File: src/cpu_pkg.sv
/* decode-execute core types and encodings */

package cpu_pkg;

	localparam int WORD_W   = 32;
	localparam int NUM_REGS = 32;

	typedef logic [WORD_W-1:0] word_t;
	typedef logic [4:0]        regbits_t;

	// primary opcodes, instr[31:26]
	typedef enum logic [5:0] {
		RTYPE = 6'h00,
		BEQ   = 6'h04,
		BNE   = 6'h05,
		ADDIU = 6'h09,
		SLTI  = 6'h0a,
		ANDI  = 6'h0c,
		ORI   = 6'h0d,
		XORI  = 6'h0e,
		LUI   = 6'h0f,
		HALT  = 6'h3f
	} opcode_t;

	// r-type funct codes, instr[5:0]
	typedef enum logic [5:0] {
		SLL  = 6'h00,
		SRL  = 6'h02,
		ADDU = 6'h21,
		SUBU = 6'h23,
		AND  = 6'h24,
		OR   = 6'h25,
		XOR  = 6'h26,
		SLT  = 6'h2a
	} funct_t;

	typedef enum logic [3:0] {
		ALU_ADD,
		ALU_SUB,
		ALU_AND,
		ALU_OR,
		ALU_XOR,
		ALU_SLT,
		ALU_SLL,
		ALU_SRL,
		ALU_LUI
	} aluop_t;

	typedef enum logic {
		SRC_REG = 1'b0,
		SRC_IMM = 1'b1
	} alu_src_t;

	typedef struct packed {
		logic     valid;
		logic     wen;
		logic     halt;
		logic     branch;
		logic     bne;
		aluop_t   alu_op;
		alu_src_t alu_src;
		regbits_t rs;
		regbits_t rt;
		regbits_t dest;
		word_t    rdat1;
		word_t    rdat2;
		word_t    imm_ext;
		logic [4:0] shamt;
		word_t    instr_addr;
	} id_ex_t;

	typedef struct packed {
		logic     valid;
		logic     wen;
		regbits_t dest;
		word_t    result;
		logic     halt;
	} ex_wb_t;

	// inactive slots, loaded on reset and flush
	localparam id_ex_t ID_EX_BUBBLE = '{
		valid: 1'b0, wen: 1'b0, halt: 1'b0, branch: 1'b0, bne: 1'b0,
		alu_op: ALU_ADD, alu_src: SRC_REG,
		rs: '0, rt: '0, dest: '0,
		rdat1: '0, rdat2: '0, imm_ext: '0, shamt: '0, instr_addr: '0
	};

	localparam ex_wb_t EX_WB_BUBBLE = '{
		valid: 1'b0, wen: 1'b0, dest: '0, result: '0, halt: 1'b0
	};

endpackage

File: src/decoder.sv
/* instruction decoder */

`timescale 1ns/1ps

module decoder import cpu_pkg::*; (
	input  word_t    instr,
	input  word_t    instr_addr,
	input  logic     instr_valid,
	input  word_t    rdat1,
	input  word_t    rdat2,
	output regbits_t rs,
	output regbits_t rt,
	output id_ex_t   id_out
);

	opcode_t  opcode;
	funct_t   funct;
	regbits_t rd;
	word_t    imm_sext;
	word_t    imm_zext;

	// instruction fields
	assign opcode   = opcode_t'(instr[31:26]);
	assign funct    = funct_t'(instr[5:0]);
	assign rs       = instr[25:21];
	assign rt       = instr[20:16];
	assign rd       = instr[15:11];
	assign imm_sext = {{16{instr[15]}}, instr[15:0]};
	assign imm_zext = {16'h0000, instr[15:0]};

	always_comb begin
		id_out            = ID_EX_BUBBLE;
		id_out.valid      = instr_valid;
		id_out.rs         = rs;
		id_out.rt         = rt;
		id_out.dest       = rt;
		id_out.rdat1      = rdat1;
		id_out.rdat2      = rdat2;
		id_out.imm_ext    = imm_sext;
		id_out.shamt      = instr[10:6];
		id_out.instr_addr = instr_addr;

		case (opcode)
			RTYPE: begin
				id_out.dest = rd;
				id_out.wen  = 1'b1;
				case (funct)
					ADDU: id_out.alu_op = ALU_ADD;
					SUBU: id_out.alu_op = ALU_SUB;
					AND:  id_out.alu_op = ALU_AND;
					OR:   id_out.alu_op = ALU_OR;
					XOR:  id_out.alu_op = ALU_XOR;
					SLT:  id_out.alu_op = ALU_SLT;
					SLL:  id_out.alu_op = ALU_SLL;
					SRL:  id_out.alu_op = ALU_SRL;
					// unknown funct retires as a no-op
					default: id_out.wen = 1'b0;
				endcase
			end
			ADDIU, SLTI: begin
				id_out.wen     = 1'b1;
				id_out.alu_src = SRC_IMM;
				id_out.alu_op  = (opcode == SLTI) ? ALU_SLT : ALU_ADD;
			end
			ANDI, ORI, XORI, LUI: begin
				id_out.wen     = 1'b1;
				id_out.alu_src = SRC_IMM;
				id_out.imm_ext = imm_zext;
				case (opcode)
					ANDI:    id_out.alu_op = ALU_AND;
					ORI:     id_out.alu_op = ALU_OR;
					XORI:    id_out.alu_op = ALU_XOR;
					default: id_out.alu_op = ALU_LUI;
				endcase
			end
			BEQ, BNE: begin
				id_out.branch = 1'b1;
				id_out.bne    = (opcode == BNE);
				id_out.alu_op = ALU_SUB;
			end
			HALT: id_out.halt = 1'b1;
			default: ;
		endcase

		// r0 is never a real destination
		if (id_out.dest == '0)
			id_out.wen = 1'b0;
	end

endmodule

File: src/register_file.sv
/* register file, write-through */

`timescale 1ns/1ps

module register_file import cpu_pkg::*; (
	input  logic     CLK,
	input  logic     nRST,
	input  logic     wen,
	input  regbits_t wsel,
	input  word_t    wdat,
	input  regbits_t rsel1,
	input  regbits_t rsel2,
	output word_t    rdat1,
	output word_t    rdat2
);

	word_t regs [NUM_REGS];
	logic  wr_live;

	// r0 writes are dropped
	assign wr_live = wen && (wsel != '0);

	always_ff @(posedge CLK, negedge nRST) begin
		if (!nRST) begin
			for (int i = 0; i < NUM_REGS; i++)
				regs[i] <= '0;
		end else if (wr_live) begin
			regs[wsel] <= wdat;
		end
	end

	// same-cycle write is visible to decode
	always_comb begin
		if (rsel1 == '0)
			rdat1 = '0;
		else if (wr_live && (wsel == rsel1))
			rdat1 = wdat;
		else
			rdat1 = regs[rsel1];

		if (rsel2 == '0)
			rdat2 = '0;
		else if (wr_live && (wsel == rsel2))
			rdat2 = wdat;
		else
			rdat2 = regs[rsel2];
	end

endmodule

File: src/pipe_reg.sv
/* pipeline stage register */

`timescale 1ns/1ps

module pipe_reg #(
	parameter type      payload_t = logic,
	parameter payload_t BUBBLE    = '0
) (
	input  logic     CLK,
	input  logic     nRST,
	input  logic     enable,
	input  logic     flush,
	input  payload_t d,
	output payload_t q
);

	payload_t q_nxt;

	// flush wins over enable, otherwise hold
	always_comb begin
		q_nxt = q;
		if (flush)
			q_nxt = BUBBLE;
		else if (enable)
			q_nxt = d;
	end

	always_ff @(posedge CLK, negedge nRST) begin
		if (!nRST)
			q <= BUBBLE;
		else
			q <= q_nxt;
	end

endmodule

File: src/alu.sv
/* arithmetic logic unit */

`timescale 1ns/1ps

module alu import cpu_pkg::*; (
	input  aluop_t     op,
	input  word_t      a,
	input  word_t      b,
	input  logic [4:0] shamt,
	output word_t      result,
	output logic       zero
);

	word_t diff;

	assign diff = a - b;

	// branch compare uses equality of the raw operands
	assign zero = (a == b);

	always_comb begin
		case (op)
			ALU_ADD: result = a + b;
			ALU_SUB: result = diff;
			ALU_AND: result = a & b;
			ALU_OR:  result = a | b;
			ALU_XOR: result = a ^ b;
			// signed compare from the sign of the difference and overflow
			ALU_SLT: begin
				if (a[31] != b[31])
					result = {31'b0, a[31]};
				else
					result = {31'b0, diff[31]};
			end
			ALU_SLL: result = b << shamt;
			ALU_SRL: result = b >> shamt;
			ALU_LUI: result = {b[15:0], 16'h0000};
			default: result = '0;
		endcase
	end

endmodule

File: src/hazard_unit.sv
/* forwarding and pipeline control */

`timescale 1ns/1ps

module hazard_unit import cpu_pkg::*; (
	input  logic     accept,
	input  logic     stall,
	input  logic     branch_taken,
	input  regbits_t ex_rs,
	input  regbits_t ex_rt,
	input  logic     wb_wen,
	input  regbits_t wb_dest,
	output logic     fwd_a,
	output logic     fwd_b,
	output logic     id_ex_en,
	output logic     id_ex_flush,
	output logic     ex_wb_en
);

	logic wb_live;

	// only a real write to a nonzero register forwards
	assign wb_live = wb_wen && (wb_dest != '0);

	assign fwd_a = wb_live && (wb_dest == ex_rs);
	assign fwd_b = wb_live && (wb_dest == ex_rt);

	// stall freezes both stages
	assign id_ex_en = !stall;
	assign ex_wb_en = !stall;

	// squash the slot behind a taken branch, or fill an empty decode slot
	assign id_ex_flush = branch_taken || (!accept && !stall);

endmodule

File: src/exec_core.sv
/* decode-execute pipeline top */

`timescale 1ns/1ps

module exec_core import cpu_pkg::*; (
	input  logic     CLK,
	input  logic     nRST,
	input  word_t    instr,
	input  word_t    instr_addr,
	input  logic     instr_valid,
	input  logic     stall,
	output logic     wb_en,
	output regbits_t wb_reg,
	output word_t    wb_data,
	output logic     branch_taken,
	output word_t    branch_target,
	output logic     halted
);

	regbits_t rs, rt;
	word_t    rdat1, rdat2;
	id_ex_t   id_pl, ex;
	ex_wb_t   ex_out, wb;
	logic     accept;
	logic     fwd_a, fwd_b;
	logic     id_ex_en, id_ex_flush, ex_wb_en;
	word_t    op_a, op_b_reg, op_b;
	word_t    alu_result;
	logic     alu_zero;

	assign accept = instr_valid && !stall && !halted;

	decoder u_decoder (
		.instr(instr), .instr_addr(instr_addr), .instr_valid(instr_valid),
		.rdat1(rdat1), .rdat2(rdat2), .rs(rs), .rt(rt), .id_out(id_pl)
	);

	register_file u_regfile (
		.CLK(CLK), .nRST(nRST),
		.wen(wb_en), .wsel(wb.dest), .wdat(wb.result),
		.rsel1(rs), .rsel2(rt), .rdat1(rdat1), .rdat2(rdat2)
	);

	pipe_reg #(.payload_t(id_ex_t), .BUBBLE(ID_EX_BUBBLE)) u_id_ex (
		.CLK(CLK), .nRST(nRST), .enable(id_ex_en), .flush(id_ex_flush),
		.d(id_pl), .q(ex)
	);

	hazard_unit u_hazard (
		.accept(accept), .stall(stall), .branch_taken(branch_taken),
		.ex_rs(ex.rs), .ex_rt(ex.rt), .wb_wen(wb_en), .wb_dest(wb.dest),
		.fwd_a(fwd_a), .fwd_b(fwd_b),
		.id_ex_en(id_ex_en), .id_ex_flush(id_ex_flush), .ex_wb_en(ex_wb_en)
	);

	// operand forwarding from ex/wb
	assign op_a     = fwd_a ? wb.result : ex.rdat1;
	assign op_b_reg = fwd_b ? wb.result : ex.rdat2;
	assign op_b     = (ex.alu_src == SRC_IMM) ? ex.imm_ext : op_b_reg;

	alu u_alu (
		.op(ex.alu_op), .a(op_a), .b(op_b), .shamt(ex.shamt),
		.result(alu_result), .zero(alu_zero)
	);

	// no branch decision while frozen
	assign branch_taken  = ex.valid && ex.branch && !stall && (alu_zero != ex.bne);
	assign branch_target = ex.instr_addr + 32'd4 + {ex.imm_ext[29:0], 2'b00};

	always_comb begin
		ex_out        = EX_WB_BUBBLE;
		ex_out.valid  = ex.valid;
		ex_out.wen    = ex.valid && ex.wen;
		ex_out.dest   = ex.dest;
		ex_out.result = alu_result;
		ex_out.halt   = ex.valid && ex.halt;
	end

	// ex/wb is never flushed
	pipe_reg #(.payload_t(ex_wb_t), .BUBBLE(EX_WB_BUBBLE)) u_ex_wb (
		.CLK(CLK), .nRST(nRST), .enable(ex_wb_en), .flush(1'b0),
		.d(ex_out), .q(wb)
	);

	assign wb_en   = wb.valid && wb.wen;
	assign wb_reg  = wb.dest;
	assign wb_data = wb.result;

	// sticky halt
	always_ff @(posedge CLK, negedge nRST) begin
		if (!nRST)
			halted <= 1'b0;
		else if (wb.valid && wb.halt)
			halted <= 1'b1;
	end

endmodule

File: config.mk
export PLATFORM = sky130hd
export DESIGN_NAME = exec_core
export DESIGN_NICKNAME = d
export VERILOG_FILES = /design/src/cpu_pkg.sv /design/src/decoder.sv /design/src/register_file.sv /design/src/pipe_reg.sv /design/src/alu.sv /design/src/hazard_unit.sv /design/src/exec_core.sv
export SDC_FILE = /design/constraint.sdc
export NUM_CORES = 2
export LEC_CHECK = 0
export BUFFER_PORTS_ARGS = -buffer_cell sky130_fd_sc_hd__buf_4
export CAP_MARGIN = 20
export CORE_ASPECT_RATIO = 2
export CORE_UTILIZATION = 50
export DETAILED_ROUTE_END_ITERATION = 8
export GPL_TIMING_DRIVEN = 1
export PLACE_DENSITY = 0.77
export SETUP_SLACK_MARGIN = 0.4
export SLEW_MARGIN = 10
export SYNTH_ARGS = -nofsm -noshare
export SYNTH_HDL_FRONTEND = slang
export SYNTH_SLANG_ARGS = --single-unit
File: constraint.sdc
create_clock -name CLK -period 8.1 [get_ports CLK]
set_input_delay 0.81 -clock CLK [delete_from_list [all_inputs] [get_ports CLK]]
set_output_delay 0.81 -clock CLK [all_outputs]
set_load 0.01 [all_outputs]
# == Word-level counts from Yosys, hierarchy flattened ==
# Index checks and enable logic that the tools add are counted.
# totals
reg_bits,1223
inputBits,68
elab_cells,165
# op_classes
n_addsub,4
n_lt_le_gt_ge,4
eq_ne,32
shift,2
muxes,32
bitwise,6
n_reduce_logical,32
# ops
cell,count
$bwmux W1024,1
$mux W32,13
$bmux W32 S5,2
$mux W158,2
$pmux W32 S9,1
$demux W32 S5,1
$add A32 B32 Y32,2
$eq A6 B6 Y1 const B,7
$eq A6 B4 Y1 const B,6
$add A32 B3 Y32 const B,1
$and A32 B32 Y32,1
$eq A32 B32 Y1,1
$or A32 B32 Y32,1
$shl A32 B5 Y32,1
$shr A32 B5 Y32,1
$sub A32 B32 Y32,1
$xor A32 B32 Y32,1
$pmux W3 S7,1
$eq A5 B5 Y1,4
$ge A6 B6 Y1 const B,3
$not A5 Y6,3
$eq A4 B3 Y1 const B,4
$logic_and A1 B1 Y1,16
$pmux W4 S4,1
24 further kinds,37

# == Logic depth before layout (Yosys ltp) ==
# depth
depth_word,10
ltp_mapped,29
depth_no_buf,26

# == Hierarchy ==
# A second synthesis with hierarchy kept.
# unflattened
cells_unflattened,6327
hier_area_um2,76296.9
# by_module_without_submodules
module,n_inst,cells_each,area_per_inst_um2
register_file,1,3842,55230.5
alu,1,1221,8246.7
pipe_reg at u_id_ex,1,510,6453.7
exec_core,1,383,2964.1
pipe_reg at u_ex_wb,1,129,1657.8
decoder,1,223,1601.5
hazard_unit,1,19,142.6

# == Least setup slack after synthesis ==
# Ideal clock, no wire load.
# synth_path
path_type,reg-to-reg
start,reg u_ex_wb.q[37] in the netlist's numbering
end,reg u_ex_wb.q[32] in the netlist's numbering
setup_time_ns,0.142
t_arrival_ns,5.887
required_time_ns,7.958
path_slack_ns,2.071
stages_incl_launch_ff,28
path_buffers,3
synth_period_minus_slack_ns,6.029
cell_sequence,dfrtp_1 clkbuf_1 xnor2_1 nand3_1 nor4_1 clkbuf_1 mux2_2 ha_1 clkbuf_1 nand2b_1 a221oi_1 o22ai_1 o31ai_1 a211o_1 a21oi_1 o221a_2 nor3_1 nor2_1 o21bai_1 fa_1 nand2_1 o21ai_0 a221oi_1 o2111ai_1 a31oi_1 o21ai_0 nor3_1 a32oi_1
# synth_via
elab_chain_cells,7
word_cells_on_any_way,17
cone_classes,2 x add/sub; 2 x eq/ne; 2 x shift; 4 x mux; 3 x bitwise; 4 x reduce/logical
# synth_rtl
element,line,text
from (decl),pipe_reg.sv:14,output payload_t q
from (signal assigned),pipe_reg.sv:32,q <= q_nxt;
$reduce_bool A5 Y1,hazard_unit.sv:23,assign wb_live = wb_wen && (wb_dest != '0);
$logic_and A1 B1 Y1,hazard_unit.sv:23,
$logic_and A1 B1 Y1,hazard_unit.sv:26,assign fwd_b = wb_live && (wb_dest == ex_rt);
$mux W32,exec_core.sv:58,assign op_b_reg = fwd_b ? wb.result : ex.rdat2;
$mux W32,exec_core.sv:59,assign op_b = (ex.alu_src == SRC_IMM) ? ex.imm_ext : op_b_reg;
$sub A32 B32 Y32 (tied with other cells),alu.sv:16,assign diff = a - b;
$pmux W32 S9 (*),alu.sv:22,case (op)
# Every way passes the cells marked *; elsewhere a longest branch is shown, timed or not.
# A chain may end at the register's enable or synchronous reset.

# == Worst setup path after layout ==
# layout_path
start,reg u_ex_wb.q[37] in the netlist's numbering
end,out branch_taken
# layout_via
elab_chain_cells,8
word_cells_on_any_way,12
cone_classes,4 x eq/ne; 3 x mux; 5 x reduce/logical
# layout_rtl
element,line,text
$reduce_bool A5 Y1,hazard_unit.sv:23,
$logic_and A1 B1 Y1,hazard_unit.sv:23,
$logic_and A1 B1 Y1,hazard_unit.sv:26,
$mux W32,exec_core.sv:58,
$mux W32,exec_core.sv:59,
$eq A32 B32 Y1 (*),alu.sv:19,assign zero = (a == b);
$ne A1 B1 Y1 (*),exec_core.sv:67,assign branch_taken = ex.valid && ex.branch && !stall && (alu_zero != ex.bne);
$logic_and A1 B1 Y1 (*),exec_core.sv:67,
to (decl),exec_core.sv:15,"output logic branch_taken,"
# Marked as above.

==> results.json <==
{
  "outcome": "finished, final reports clean",
  "io_pins": 140,
  "die_area_um2": 148000,
  "clkSlewWorstSetupHoldPaths_ns": 0.07,
  "syn_nets": 5955,
  "avgSynthCellArea_um2": 12.8,
  "cp_data_arrival_time_ns": 6.43,
  "startpoint_type": "flop",
  "viasPerCell": 7.17,
  "max_slew.worst_pin.slew_ns": 1.42,
  "track_usage_pct": 38.7,
  "fin_crit_ns": 7.24,
  "fmax_ghz": 0.138,
  "cts-buffers-inserted": 105,
  "tritoncts": "yes",
  "clock_skew_ns": 0.0487,
  "synth_area_leaders": "dfrtp_1, mux4_2, mux2_2",
  "die-width_um": 273,
  "crit_end": "branch_taken",
  "core_area_um2": 145000,
  "gp_congestion": 1.10,
  "syn_to_final_growth_pct": 9.10,
  "hold_class": "in2async",
  "wl_per_cell_um": 37.1,
  "clock_sink_count": 1203,
  "hpwl_um": 183000,
  "insertion_delay_ns": 0.75,
  "io_buffers": 139,
  "finalCritPeriodShare_pct": 89.4,
  "r2r-end": "u_ex_wb.q[1]$_DFFE_PN0N_",
  "end_kind": "primary output",
  "grt_pass1_vias": 56000,
  "crit_family": "simple AND/OR/NAND/NOR gates",
  "ys_warn_count": 0,
  "crit_buf_inv": 3,
  "crit_chain": "xnor2_1, nand4_1, buf_4, o21ai_0, a21oi_1, ha_1, or4_1, nor3_1, nand4_1, nor3_1, buf_4, xor2_1, and3_1, buf_4",
  "grt_overflow": 0,
  "slowest_delay_ns": 0.82,
  "path_depth": 14,
  "power_leakage_nw": 36.1,
  "ys_top_cells_by_count": "dfrtp_1, mux2_2, mux4_2",
  "clockBufferDepth": 3,
  "hold_violations": 0,
  "ff2ff_setup_slack_ns": 0.94,
  "antenna_found_initial": 27,
  "postCtsSetupBuffers": 0,
  "htree_levels": 3,
  "ir_drop_v": 0.000150,
  "finish.instance_area_um2": 79900,
  "synth_edf_count": 0,
  "async_flop_share_pct": 100,
  "root_buffer": "clkbuf_16",
  "synth_top_area_share_pct": 41.1,
  "synthMostInstantiatedCell": "dfrtp_1",
  "crit_type": "reg2out",
  "synthCells": 5731,
  "drc_errors": 0,
  "setup_violations": 0,
  "path_common_cell": "buf_4",
  "syn-cell-area_um2": 73300,
  "layout_setup_ws_ns": 0.858,
  "layout-drive-gt1-share_pct": 40.9,
  "ys.flop_type": "dfrtp_1",
  "crit_slowest_cell": "or4_1",
  "relSlewSlack_pct": 5.62,
  "antenna_left": 0,
  "ys_seq_area_share_pct": 41.1,
  "synth_area_leader_cell": "dfrtp_1",
  "initial_core_util_pct": 50.4,
  "setup_tns_ns": 0,
  "post_dp_cell_area_um2": 76100,
  "drt_pass1_iterations": 8,
  "dp_slack_ns": 1.14,
  "rows": 198,
  "fin_nets": 5790,
  "crit_path_max_fanout": 15,
  "grt_start_max_net_pins": 172,
  "grt_pass1_wl_um": 407000,
  "drt-initial-drc-count": 5991,
  "r2r_start": "u_ex_wb.q[37]$_DFFE_PN0N_",
  "vias": 54300,
  "wl_um": 281000,
  "die_h_um": 543,
  "cellPowerDensity_nw_per_um2": 163,
  "synth_cell_types": 94,
  "r2r_cells": 25,
  "slew_violations": 0,
  "maxCapViolations": 0,
  "worstSetupStartpoint": "u_ex_wb.q[37]$_DFFE_PN0N_",
  "crit_required_ns": 7.29,
  "ys_ff_latch": 1203,
  "grt_setup_unrepaired": "false"
}
[timing repair]
action	in CTS	in global routing
resized for setup	0	2
endpoints found under the setup margin	0	1
hold buffers	0	0
[flip-flops by register name, indices dropped and copies added (netlist names)]
signal,flops
u_regfile.regs,1024
halted,1
u_id_ex.q,138
u_ex_wb.q,40
[worst min-delay path by stage]
| stage | from | to | slack, ns | cells past startpoint |
|---|---|---|---|---|
| 4_1_cts | nRST | u_regfile.regs[68]$_DFFE_PN0P_ | 0.17 | 1 |
| 2_1_floorplan | u_regfile.regs[1000]$_DFFE_PN0P_ | u_regfile.regs[1000]$_DFFE_PN0P_ | 0.44 | 1 |
| 5_1_grt | nRST | u_regfile.regs[100]$_DFFE_PN0P_ | 0.20 | 1 |
| 3_3_place_gp | u_regfile.regs[1003]$_DFFE_PN0P_ | u_regfile.regs[1003]$_DFFE_PN0P_ | 0.38 | 0 |
| 3_5_place_dp | u_regfile.regs[1020]$_DFFE_PN0P_ | u_regfile.regs[1020]$_DFFE_PN0P_ | 0.38 | 0 |
| 6_report | nRST | u_regfile.regs[68]$_DFFE_PN0P_ | 0.07 | 1 |
[layout by cell type (no fill, tap or decap), drive strengths merged, types with 13 or more instances in the layout]
master | synthesis | final
dfrtp | 1203 | 1203
mux2 | 1036 | 1036
mux4 | 664 | 664
buf | 143 | 354
nand2 | 312 | 312
o21ai | 255 | 255
nor2 | 223 | 223
a21oi | 194 | 194
ha | 152 | 152
clkbuf | 485 | 151
inv | 125 | 130
mux2i | 107 | 107
nand3 | 69 | 69
a22o | 61 | 61
a31oi | 50 | 50
xnor2 | 49 | 49
nor3 | 44 | 44
a221oi | 32 | 32
a21o | 30 | 30
a22oi | 30 | 30
a211oi | 29 | 29
clkinv | 2 | 27
diode | 0 | 25
o211ai | 25 | 25
o22ai | 25 | 25
xor2 | 24 | 24
o221ai | 24 | 24
and2 | 23 | 23
nor4 | 21 | 21
and3 | 20 | 20
nand2b | 19 | 19
o31ai | 18 | 18
nand4 | 16 | 16
nor2b | 16 | 16
or3 | 15 | 15
o21bai | 13 | 13
[area by class of cell]
type | count | area, µm²
flip-flops and latches | 1203 | 30100
multi-input cells | 3773 | 40400
diodes | 25 | 62.6
well taps | 1900 | 2380
clock inverters | 43 | 515
repair buffers | 356 | 2920
inverters | 127 | 477
clock buffers | 150 | 3010
fillers | 11500 | 65500
[through the flow]
step | hold slack (ns) | utilization [%] | power, W | instances
after global routing | 0.197 | 54.9 | 0.0133 | 7557
after detailed placement | 0.383 | 52.3 | 0.00775 | 7346
after floorplan | 0.441 | - | 0.00704 | 5731
after global placement | 0.377 | 52.3 | 0.00775 | 7341
after CTS | 0.169 | 54.8 | 0.0130 | 7539
final | 0.0700 | 55.0 | 0.0130 | 7577
[metal layers]
layer	track usage, %	up-vias	wire length [µm]
met5	0.0658	-	100
met4	36.2	12	31500
met3	10.6	1328	22300
met2	61.9	3308	136000
met1	41.3	28200	91000
li1	-	21400	-
[power by group]
part	internal (W)	total [W]	switching (W)	leakage, nW
sequential	0.00604	0.00610	0.0000573	16.7
clock	0.00286	0.00528	0.00242	1.73
combinational	0.000507	0.00162	0.00111	17.7
[logic make-up after synthesis]
kind of cell    synth area share, %
buf+inv                        4.14
flops                          41.1
mux                            37.8
compound gates                 8.36
simple gates                   5.01
fa+ha+maj                      2.71
xor+xnor                      0.883
No activity file was read; power rests on OpenSTA's default activity.
